===== config.mk =====
export PLATFORM = sky130hd
export DESIGN_NAME = complex_fu_pipe
export DESIGN_NICKNAME = d
export VERILOG_FILES = /design/src/common/exec_types_pkg.sv /design/src/common/complex_op_pkg.sv /design/src/complex_fu/complex_fu_pipe.sv
export SDC_FILE = /design/constraint.sdc
export NUM_CORES = 1
export LEC_CHECK = 0
export ABC_CLOCK_PERIOD_IN_PS = 800
export BUFFER_PORTS_ARGS = -buffer_cell sky130_fd_sc_hd__buf_2
export CAP_MARGIN = 20
export CORE_MARGIN = 2
export CORE_UTILIZATION = 44
export DETAILED_ROUTE_END_ITERATION = 10
export PLACE_DENSITY_LB_ADDON = 0.08
export SYNTH_ARGS = -nofsm -noshare
export SYNTH_HDL_FRONTEND = slang
export SYNTH_SLANG_ARGS = --single-unit

===== constraint.sdc =====
create_clock -name clk -period 0.8 [get_ports clk]
set_input_delay 0.04 -clock clk [delete_from_list [all_inputs] [get_ports clk]]
set_output_delay 0.04 -clock clk [all_outputs]
set_load 0.01 [all_outputs]

===== src/common/exec_types_pkg.sv =====
// exec types: operand, product and tag widths shared across the complex execute lane
package exec_types_pkg;

  // datapath widths
  localparam int unsigned DATA_W  = 32;         // one machine word
  localparam int unsigned DWORD_W = 2 * DATA_W; // full multiply product
  localparam int unsigned TAG_W   = 7;          // physical reg tag, 128 entries

  // one operand or one writeback result
  typedef logic [DATA_W-1:0] data_t;

  // double word, holds the whole product before half select
  typedef logic [DWORD_W-1:0] dword_t;

  // destination physical register tag
  typedef logic [TAG_W-1:0] tag_t;

  // most negative signed word
  // the only dividend that can overflow a signed divide
  localparam data_t DATA_MIN = {1'b1, {(DATA_W-1){1'b0}}};

  // all ones word
  // divide by zero quotient, also minus one as a divisor
  localparam data_t DATA_ONES = {DATA_W{1'b1}};

  // zero word
  // result of syscall and illegal ops
  localparam data_t DATA_ZERO = {DATA_W{1'b0}};

  // unit word, substituted for a divisor that would trap
  localparam data_t DATA_ONE = {{(DATA_W-1){1'b0}}, 1'b1};

endpackage : exec_types_pkg


===== src/common/complex_op_pkg.sv =====
// complex op definitions: opcode encoding, execution flags and lane packet formats
package complex_op_pkg;

  import exec_types_pkg::*;

  // complex unit opcodes, codes 9 to 15 are illegal
  typedef enum logic [3:0] {
    OP_MULT_L  = 4'h0, // signed product, low word
    OP_MULT_H  = 4'h1, // signed product, high word
    OP_MULTU_L = 4'h2, // unsigned product, low word
    OP_MULTU_H = 4'h3, // unsigned product, high word
    OP_DIV     = 4'h4, // signed quotient
    OP_REM     = 4'h5, // signed remainder
    OP_DIVU    = 4'h6, // unsigned quotient
    OP_REMU    = 4'h7, // unsigned remainder
    OP_SYSCALL = 4'h8  // trap to the os, no result
  } complex_op_e;

  // completion flags returned with every writeback
  typedef struct packed {
    logic executed;  // instruction went through the unit
    logic exception; // syscall or illegal op, retire must trap
    logic hi_half;   // result is the upper product word
  } exec_flags_t;

  // issued instruction as seen by the lane
  typedef struct packed {
    logic        valid; // single cycle strobe
    tag_t        tag;   // destination physical reg
    complex_op_e op;
    data_t       src1;
    data_t       src2;
  } issue_pkt_t;

  // completed instruction back to the writeback bus
  typedef struct packed {
    logic        valid;
    tag_t        tag;
    data_t       result;
    exec_flags_t flags;
  } wb_pkt_t;

endpackage : complex_op_pkg


===== src/complex_fu/complex_fu_pipe.sv =====
// complex fu pipe: fixed depth result pipeline for valid, tag, result and flags with flush
`timescale 1ns/10ps

module complex_fu_pipe
  import exec_types_pkg::*;
  import complex_op_pkg::*;
#(
  parameter int unsigned LATENCY = 3 // register stages, 1 or more
) (
  input  logic        clk,
  input  logic        rst_i,
  input  logic        flush_i,   // level, squashes everything in flight
  input  logic        valid_i,
  input  tag_t        tag_i,
  input  data_t       result_i,
  input  exec_flags_t flags_i,
  output wb_pkt_t     wb_o
);

  // a zero depth pipe would break the fixed writeback slot
  if (LATENCY < 1) begin : g_bad_latency
    $error("complex_fu_pipe needs LATENCY of at least 1");
  end

  wb_pkt_t stage_d;              // packet entering stage 0
  wb_pkt_t stage_q [LATENCY];    // stage 0 is youngest
  logic    squash;               // clear all stage valids

  // pack the alu outputs with the issue tag
  always_comb begin
    stage_d.valid  = valid_i;
    stage_d.tag    = tag_i;
    stage_d.result = result_i;
    stage_d.flags  = flags_i;
  end

  // flush also kills this cycle's issue since stage 0 is cleared too
  assign squash = rst_i || flush_i;

  always_ff @(posedge clk) begin
    // payload shifts every cycle, only the valid bits matter for control
    stage_q[0].tag    <= stage_d.tag;
    stage_q[0].result <= stage_d.result;
    stage_q[0].flags  <= stage_d.flags;
    for (int i = 1; i < LATENCY; i++) begin
      stage_q[i].tag    <= stage_q[i-1].tag;
      stage_q[i].result <= stage_q[i-1].result;
      stage_q[i].flags  <= stage_q[i-1].flags;
    end

    // valid chain
    if (squash) begin
      for (int i = 0; i < LATENCY; i++) begin
        stage_q[i].valid <= 1'b0;
      end
    end else begin
      stage_q[0].valid <= stage_d.valid;
      for (int i = 1; i < LATENCY; i++) begin
        stage_q[i].valid <= stage_q[i-1].valid; // no stall, always advances
      end
    end
  end

  // oldest stage goes straight onto the writeback bus
  assign wb_o = stage_q[LATENCY-1];

endmodule : complex_fu_pipe


==> results of run 1 <==
[through the flow]
stage          utilization [%]  power (mW)  hold WS, ns  cell area [sq um]
2_1_floorplan                -        7.17       0.0677               2930
3_3_place_gp              49.2        7.25        0.143               3140
3_5_place_dp              49.2        7.27        0.144               3140
4_1_cts                   67.4        15.8        0.144               4300
5_1_grt                   69.2        16.2        0.155               4420
6_report                  69.2        15.6        0.178               4420
[cell families after synthesis]
family | synth area share, %
buffers and inverters | 11.0
flip-flops | 88.2
AND/OR/NAND/NOR | 0.769
[final timing paths]
check                                     start               to  slack [ns]  cells after the start
worst min register to register   stage_q[0][43]   stage_q[0][86]        0.32                      0
worst max register to register   stage_q[0][85]  stage_q[0][128]        0.26                      1
worst max-delay path            stage_q[0][115]         wb_o[29]       -0.16                      1
worst min-delay path                result_i[1]    stage_q[0][4]        0.18                      2
[final cells by class]
type                            instances  area (sq um)
Timing Repair Buffer                  133          1030
Clock inverter                         11           200
Multi-Input combinational cell          3          22.5
Fill cell                             437          1970
Tap cell                               77          96.3
Sequential cell                       129          2610
Clock buffer                           21           459
[routing by layer]
metal	wire (um)	share of wire, %	GRT usage (%)	vias to the layer above
li1	-	-	-	718
met1	1510	37	10.9	636
met2	2130	52	19.5	62
met3	408	10	9.53	4
met4	35	0.86	5.63	0
met5	0	0	0	-
[where the power goes]
part	switching, mW	internal [mW]
combinational	0.155	0.355
sequential	0.0885	6.78
clock	2.59	5.66
[placed cells by master (no fill, tap or decap)]
cell and n:
buf_6 22, dlygate4sd3_1 45, clkinv_4 2, buf_2 66
dfxtp_1 107, bufinv_16 5, clkinvlp_4 2, dfxtp_2 22
nor3b_1 3, clkbuf_1 1, inv_6 2, clkbuf_8 4
clkbuf_16 16
[what timing repair did]
action / CTS / global route
gates resized for setup: 14 / 31
setup endpoints to repair: 43 / 43
hold endpoints to repair: 45 / 0
gates cloned: 0 / 0
hold buffers: 45 / 0
==> run metrics, run 1 <==
Sink Count=129; crit-path cells=buf_2; CTS clock-pin slew for the worst setup and hold paths=0.06 ns; Routability Congestion=0.687; dpl cells=297; dpl hpwl=2330 um; area share of the largest cell type after synthesis=88.2%; Place WS=0.263 ns; top post-synthesis cells by count=dfxtp_1, buf_4, nor3b_1; CP bufs+invs=1; P_leak=1.99 nW; Synth area leaders=dfxtp_1, buf_4, nor3b_1; TNS Setup=-6.43 ns; CTS buffer count=17; Die Width=85.6 um; DRC Markers=0; status=finished, violations left; IO buf count=88; area of the core=6390 sq um; Crit. End Element=output port; setup repair bufs after CTS=0; CP max-delay cell=dfxtp_1; relative slew slack=82.2%; Clock Skews=0.00568 ns; die area=7320 sq um; synthesized instance count=175; antenna cell count=0; Setup CP Type=flip-flop to output port; total track usage=12.0%; Mean Syn Cell Area=16.7 sq um; VDD IR max=0.00327 V; biggest regs=stage_q x129; Initial Utilization=45.8%; failing checks=negative setup slack; CP required=0.76 ns; crit-path max cell delay=0.31 ns; H-tree depth=4; max reg flops=129; Initial DRC Count=32; fin crit share=120%; area delta synth->final=50.9%; Primary FF master, synth=dfxtp_1; RSZ-0062 raised after global routing=true; register area share after synthesis=88.2%; GRT overflow=0; post-route setup slack=-0.161 ns; layout net count=330; largest area contributor in the netlist=dfxtp_1; Netlist cell types=3; CTS tree=done; data arrival time of the critical path=0.92 ns; layout cells sized above 1=47.5%; Final setup viols=43; routed vias=1420; post-DR wirelength/cell=10.9 um; DIE HEIGHT=85.6 um; crit path time final=0.961 ns; PD cells=3540 nW/um^2; vias in the first global route=1535; root buffer cell=clkbuf_8; worst skew pair latency=0.49 ns; Largest Register=stage_q; Largest delay share family, worst path=flip-flops; CP max FO=1; Post-Layout Cell Count=374; count leader, synth=dfxtp_1; number of synthesized flops with an enable pin=0; antenna-violating nets left=0; I/O pins=89; vias per std cell=3.80; Seq cells post-synth=129; Hold Crit Class=input port to flip-flop; final count of hold timing violations=0; first-pass GRT wire length=6320 um; Final Max Tran Viols=0; Ys Warns=0; Async S/R FF share, synth=0%; Worst-Margin Slew=0.267 ns; Setup crit start kind=flip-flop; initial antenna violation count=0; WL final=4090 um; max-cap violations=0; Pre-antenna DRT Iters=3; f_max=1040 MHz; num rows=29; CTS Buffer Depth=2; largest net degree at the start of global routing=17; Post-Syn Area=2930 sq um; syn_nets=221
(Power assumes the default switching activity.)
==> run 2, diff against run 1 <==
Settings changed: CORE_UTILIZATION 44 to 46, CTS_BUF_LIST from default to sky130_fd_sc_hd__clkbuf_4, CTS_CLUSTER_SIZE from default to 25.
==> run 2 against run 1 <==
  * The run still ends with negative setup slack left
  * Critical path depth unchanged
  * Sequential power is essentially flat
  * Global-route usage rose by 0.092 points
  * Die area shrank 4.1%
  * Count of clock-buffer cells in the layout fell by 2
  * Clock skew increased by 0.0016 ns
  * Sequential share of layout area increased by 6.1 points
  * Largest power group is now registers
==> run metrics, run 2 (synthesis gave the netlist of run 1 again) <==
IO buf count=88; vias per std cell=3.79; Clock power frac=34.7%; H-tree depth=4; Initial DRC Count=17; crit-path max cell delay=0.33 ns; register share of total power=60.8%; Largest delay share family, worst path=flip-flops; Sink Count=129; initial antenna violation count=0; internal power=8.98 mW; antenna-violating nets left=0; layout cells sized above 1=44.8%; Initial Utilization=46.9%; P_leak=1.81 nW; dpl hpwl=2250 um; crit-path cells=buf_2; Final Max Tran Viols=0; status=finished, violations left; max reg flops=129; CP max-delay cell=dfxtp_1; RSZ-0062 raised after global routing=true; relative slew slack=86.8%; CP required=0.76 ns; most common cell after layout, fill and taps aside=dfxtp_1; num rows=29; Clock Skews=0.00731 ns; Setup crit start kind=flip-flop; worst skew pair latency=0.46 ns; DIE HEIGHT=83.8 um; Routability Congestion=0.740; crit path time final=0.954 ns; routed vias=1419; layout net count=330; CTS Buffer Depth=2; largest net degree at the start of global routing=17; fin crit share=119%; post-place instance area=3140 sq um; failing checks=negative setup slack; antenna cell count=0; post-route cell area=4000 sq um; Largest Register=stage_q; most frequent cells in the layout=dfxtp_1, buf_2, dlygate4sd3_1; Final setup viols=43; I/O pins=89; area delta synth->final=36.5%; CTS tree=done; GRT overflow=0; FILL cells=487; first-pass GRT wire length=6090 um; max-cap violations=0; CP max FO=1; f_max=1050 MHz; Switching Fraction=20.3%; CTS buffer count=17; final count of hold timing violations=0; Hold Crit Class=input port to flip-flop; root buffer cell=clkbuf_4; CP bufs+invs=1; area of the core=6240 sq um; Pre-antenna DRT Iters=4; Combinational Power Share=4.5%; Worst-Margin Slew=0.199 ns; die area=7020 sq um; Reg area=2600 sq um; Place WS=0.218 ns; data arrival time of the critical path=0.91 ns; Setup CP Type=flip-flop to output port; VDD IR max=0.00171 V; vias in the first global route=1485; PD cells=2820 nW/um^2; total track usage=12.1%; biggest regs=stage_q x129; sw power=2.28 mW; CTS clock-pin slew for the worst setup and hold paths=0.10 ns; post-DR wirelength/cell=10.4 um; Crit. End Element=output port; WL final=3900 um; Die Width=83.8 um; setup repair bufs after CTS=0; multi-input logic area=22.5 sq um; DRC Markers=0; post-route setup slack=-0.154 ns
[run 2: metal layers]
| layer | global-route usage (%) | vias to the layer above | wire length (um) |
|---|---|---|---|
| met1 | 9.25 | 625 | 1330 |
| met5 | 0 | - | 0 |
| met3 | 9.10 | 8 | 400 |
| li1 | - | 722 | - |
| met4 | 8.06 | 0 | 80 |
| met2 | 20.7 | 64 | 2090 |
[run 2: path summary, 6_finish.rpt]
| check | depth (start not counted) | slack [ns] | start | end |
|---|---|---|---|---|
| setup / recovery | 1 | -0.15 | stage_q[0][100] | wb_o[14] |
| hold / removal | 2 | 0.20 | result_i[24] | stage_q[0][27] |
| setup reg to reg | 1 | 0.22 | stage_q[0][85] | stage_q[0][128] |
| hold reg to reg | 0 | 0.33 | stage_q[0][83] | stage_q[0][126] |
[run 2: what timing repair did]
item	4_1_cts	5_1_grt
hold buffers	45	0
hold endpoints to repair	45	0
setup endpoints to repair	43	43
resized for setup	11	25
[run 2: layout make-up]
| cell class | count | area share [%] |
|---|---|---|
| sequential | 129 | 65.2 |
| tap | 77 | 2.41 |
| clock inverter | 13 | 3.01 |
| clock buffer | 19 | 3.57 |
| multi-input combinational | 3 | 0.564 |
| timing repair buffer | 133 | 25.3 |
[run 2: power groups by stage]
stage	Combinational (mW)	Sequential, mW	Clock, mW
2_1_floorplan	0.218	6.96	0
3_3_place_gp	0.279	6.97	0
6_report	0.503	6.85	3.91
3_5_place_dp	0.281	6.98	0
5_1_grt	0.541	6.88	4.39
4_1_cts	0.468	6.84	4.09
[run 2: per-stage QoR]
stage	std cells	hold slack [ns]	total power, mW	utilization, %	TNS, ns
after floorplan	175	0.0677	7.17	-	0
after global placement	297	0.143	7.25	50.3	0
after detailed placement	297	0.144	7.26	50.3	0
after CTS	374	0.132	11.4	62.5	-9.03
after global routing	374	0.140	11.8	64.0	-9.88
final	374	0.198	11.3	64.0	-5.89
==> run 3, diff against run 2 <==
Settings changed: ABC_CLOCK_PERIOD_IN_PS 800 to 1200, CORE_UTILIZATION 46 to 55.
Clock period 0.8 ns to 1.2 ns, I/O delays scaled along.
==> run 3 against run 2 <==
  * The run now ends clean
  * Combinational power fell by 40%
  * Via count barely moved
  * Die area fell by 16%
  * Core utilization rose by 13 points
  * Worst setup slack improved by 0.25 ns
  * Sequential cell count did not move
  * Worst hold slack improved by 0.013 ns
  * Clock skew rose by 0.0013 ns
  * Clock power fell by 16%
  * Critical endpoint is now stage_q[0][42]
  * Highest routed layer unchanged
==> run metrics, run 3 (synthesis gave the netlist of run 1 again) <==
status=finished, final reports clean; Sink Count=129; routed vias=1418; Final setup viols=0; Final Max Tran Viols=0; P_leak=1.79 nW; biggest regs=stage_q x129; Setup CP Type=input port to flip-flop; CTS clock-pin slew for the worst setup and hold paths=0.11 ns; worst skew pair latency=0.47 ns; num rows=26; area of the core=5110 sq um; total track usage=14.8%; CP required=1.61 ns; post-DR wirelength/cell=10.4 um; root buffer cell=clkbuf_4; WL final=3820 um; f_max=905 MHz; layout cells sized above 1=39.7%; TNS Setup=0 ns; Largest Register=stage_q; CTS tree=done; I/O pins=89; dpl hpwl=2240 um; CP max FO=3; Crit. End Element=flip-flop; first-pass GRT wire length=6200 um; most common cell after layout, fill and taps aside=dfxtp_1; Setup crit start kind=input port; CTS Buffer Depth=2; Worst-Margin Slew=0.197 ns; Hold Crit Class=input port to flip-flop; initial antenna violation count=0; DIE HEIGHT=77.0 um; layout net count=330; fin crit share=92.1%; Initial Utilization=57.3%; max-cap violations=0; Hold Path Cell Cnt=2; Clock Skews=0.00865 ns; Die Width=77.0 um; Initial DRC Count=28; VDD IR max=0.00138 V; most frequent cells in the layout=dfxtp_1, buf_2, dlygate4sd3_1; die area=5920 sq um; Hold Slack=0.211 ns; antenna cell count=0; IO buf count=88; relative slew slack=86.8%; max reg flops=129; FILL cells=322; data arrival time of the critical path=1.52 ns; CTS buffer count=17; antenna-violating nets left=0; GRT overflow=0; H-tree depth=4; Routability Congestion=0.627; Worst Reg-to-Reg Cells=1; vias in the first global route=1463; vias per std cell=3.86; Pre-antenna DRT Iters=3; crit path time final=1.10 ns; final count of hold timing violations=0; DRC Markers=0; Finished Core Util=76.9%; largest net degree at the start of global routing=17; PD cells=2070 nW/um^2; area delta synth->final=34.1%; RSZ-0062 raised after global routing=false
==> run 3: area by class of cell <==
type / instances / area (sq um) / share of cell area (%)
timing repair buffer: 133 / 891 / 22.7
clock inverter: 15 / 216 / 5.51
sequential: 129 / 2580 / 65.8
clock buffer: 17 / 128 / 3.25
multi-input combinational: 3 / 22.5 / 0.573
tap: 70 / 87.6 / 2.23
==> run 3: report_power, final <==
group	internal, mW	leakage (nW)	switching, mW
Combinational	0.195	0.541	0.106
Sequential	4.51	1.09	0.0478
Clock	1.85	0.161	1.43
==> run 3: worst max-delay path, stage by stage <==
cell           delay [ns]
dlygate4sd3_1        0.54
buf_2                0.15
nor3b_1              0.19
dlygate4sd3_1        0.57
==> run 3: worst paths after layout <==
path               endpoint  slack, ns      startpoint
max          stage_q[0][42]        0.1         flush_i
min          stage_q[0][38]       0.21        tag_i[3]
max reg2reg  stage_q[0][85]       0.61  stage_q[0][42]
min reg2reg  stage_q[0][87]       0.33  stage_q[0][44]
==> run 3: per-layer routing <==
metal  GRT usage, %  vias to the layer above  part of all wire [%]
li1               -                      726                     -
met2           25.5                       64                    53
met5              0                        -                     0
met4           11.5                        0                   2.2
met1           12.5                      619                    37
met3           7.76                        9                   8.7
==> run 3: stage by stage <==
| stage | power, mW | cells | instance area, sq um | setup slack [ns] |
|---|---|---|---|---|
| 2_1_floorplan | 4.78 | 175 | 2930 | 0.701 |
| 3_3_place_gp | 4.83 | 290 | 3130 | 0.692 |
| 3_5_place_dp | 4.84 | 290 | 3130 | 0.658 |
| 4_1_cts | 8.23 | 367 | 3930 | 0.149 |
| 5_1_grt | 8.48 | 367 | 3930 | 0.0983 |
| 6_report | 8.13 | 367 | 3930 | 0.0953 |
==> run 3: timing repair <==
item / 4_1_cts / 5_1_grt
gates resized for setup: 0 / 0
endpoints found under the hold margin: 45 / 0
hold buffers: 45 / 0
setup buffers: 0 / 0
setup endpoints to repair: 0 / 0
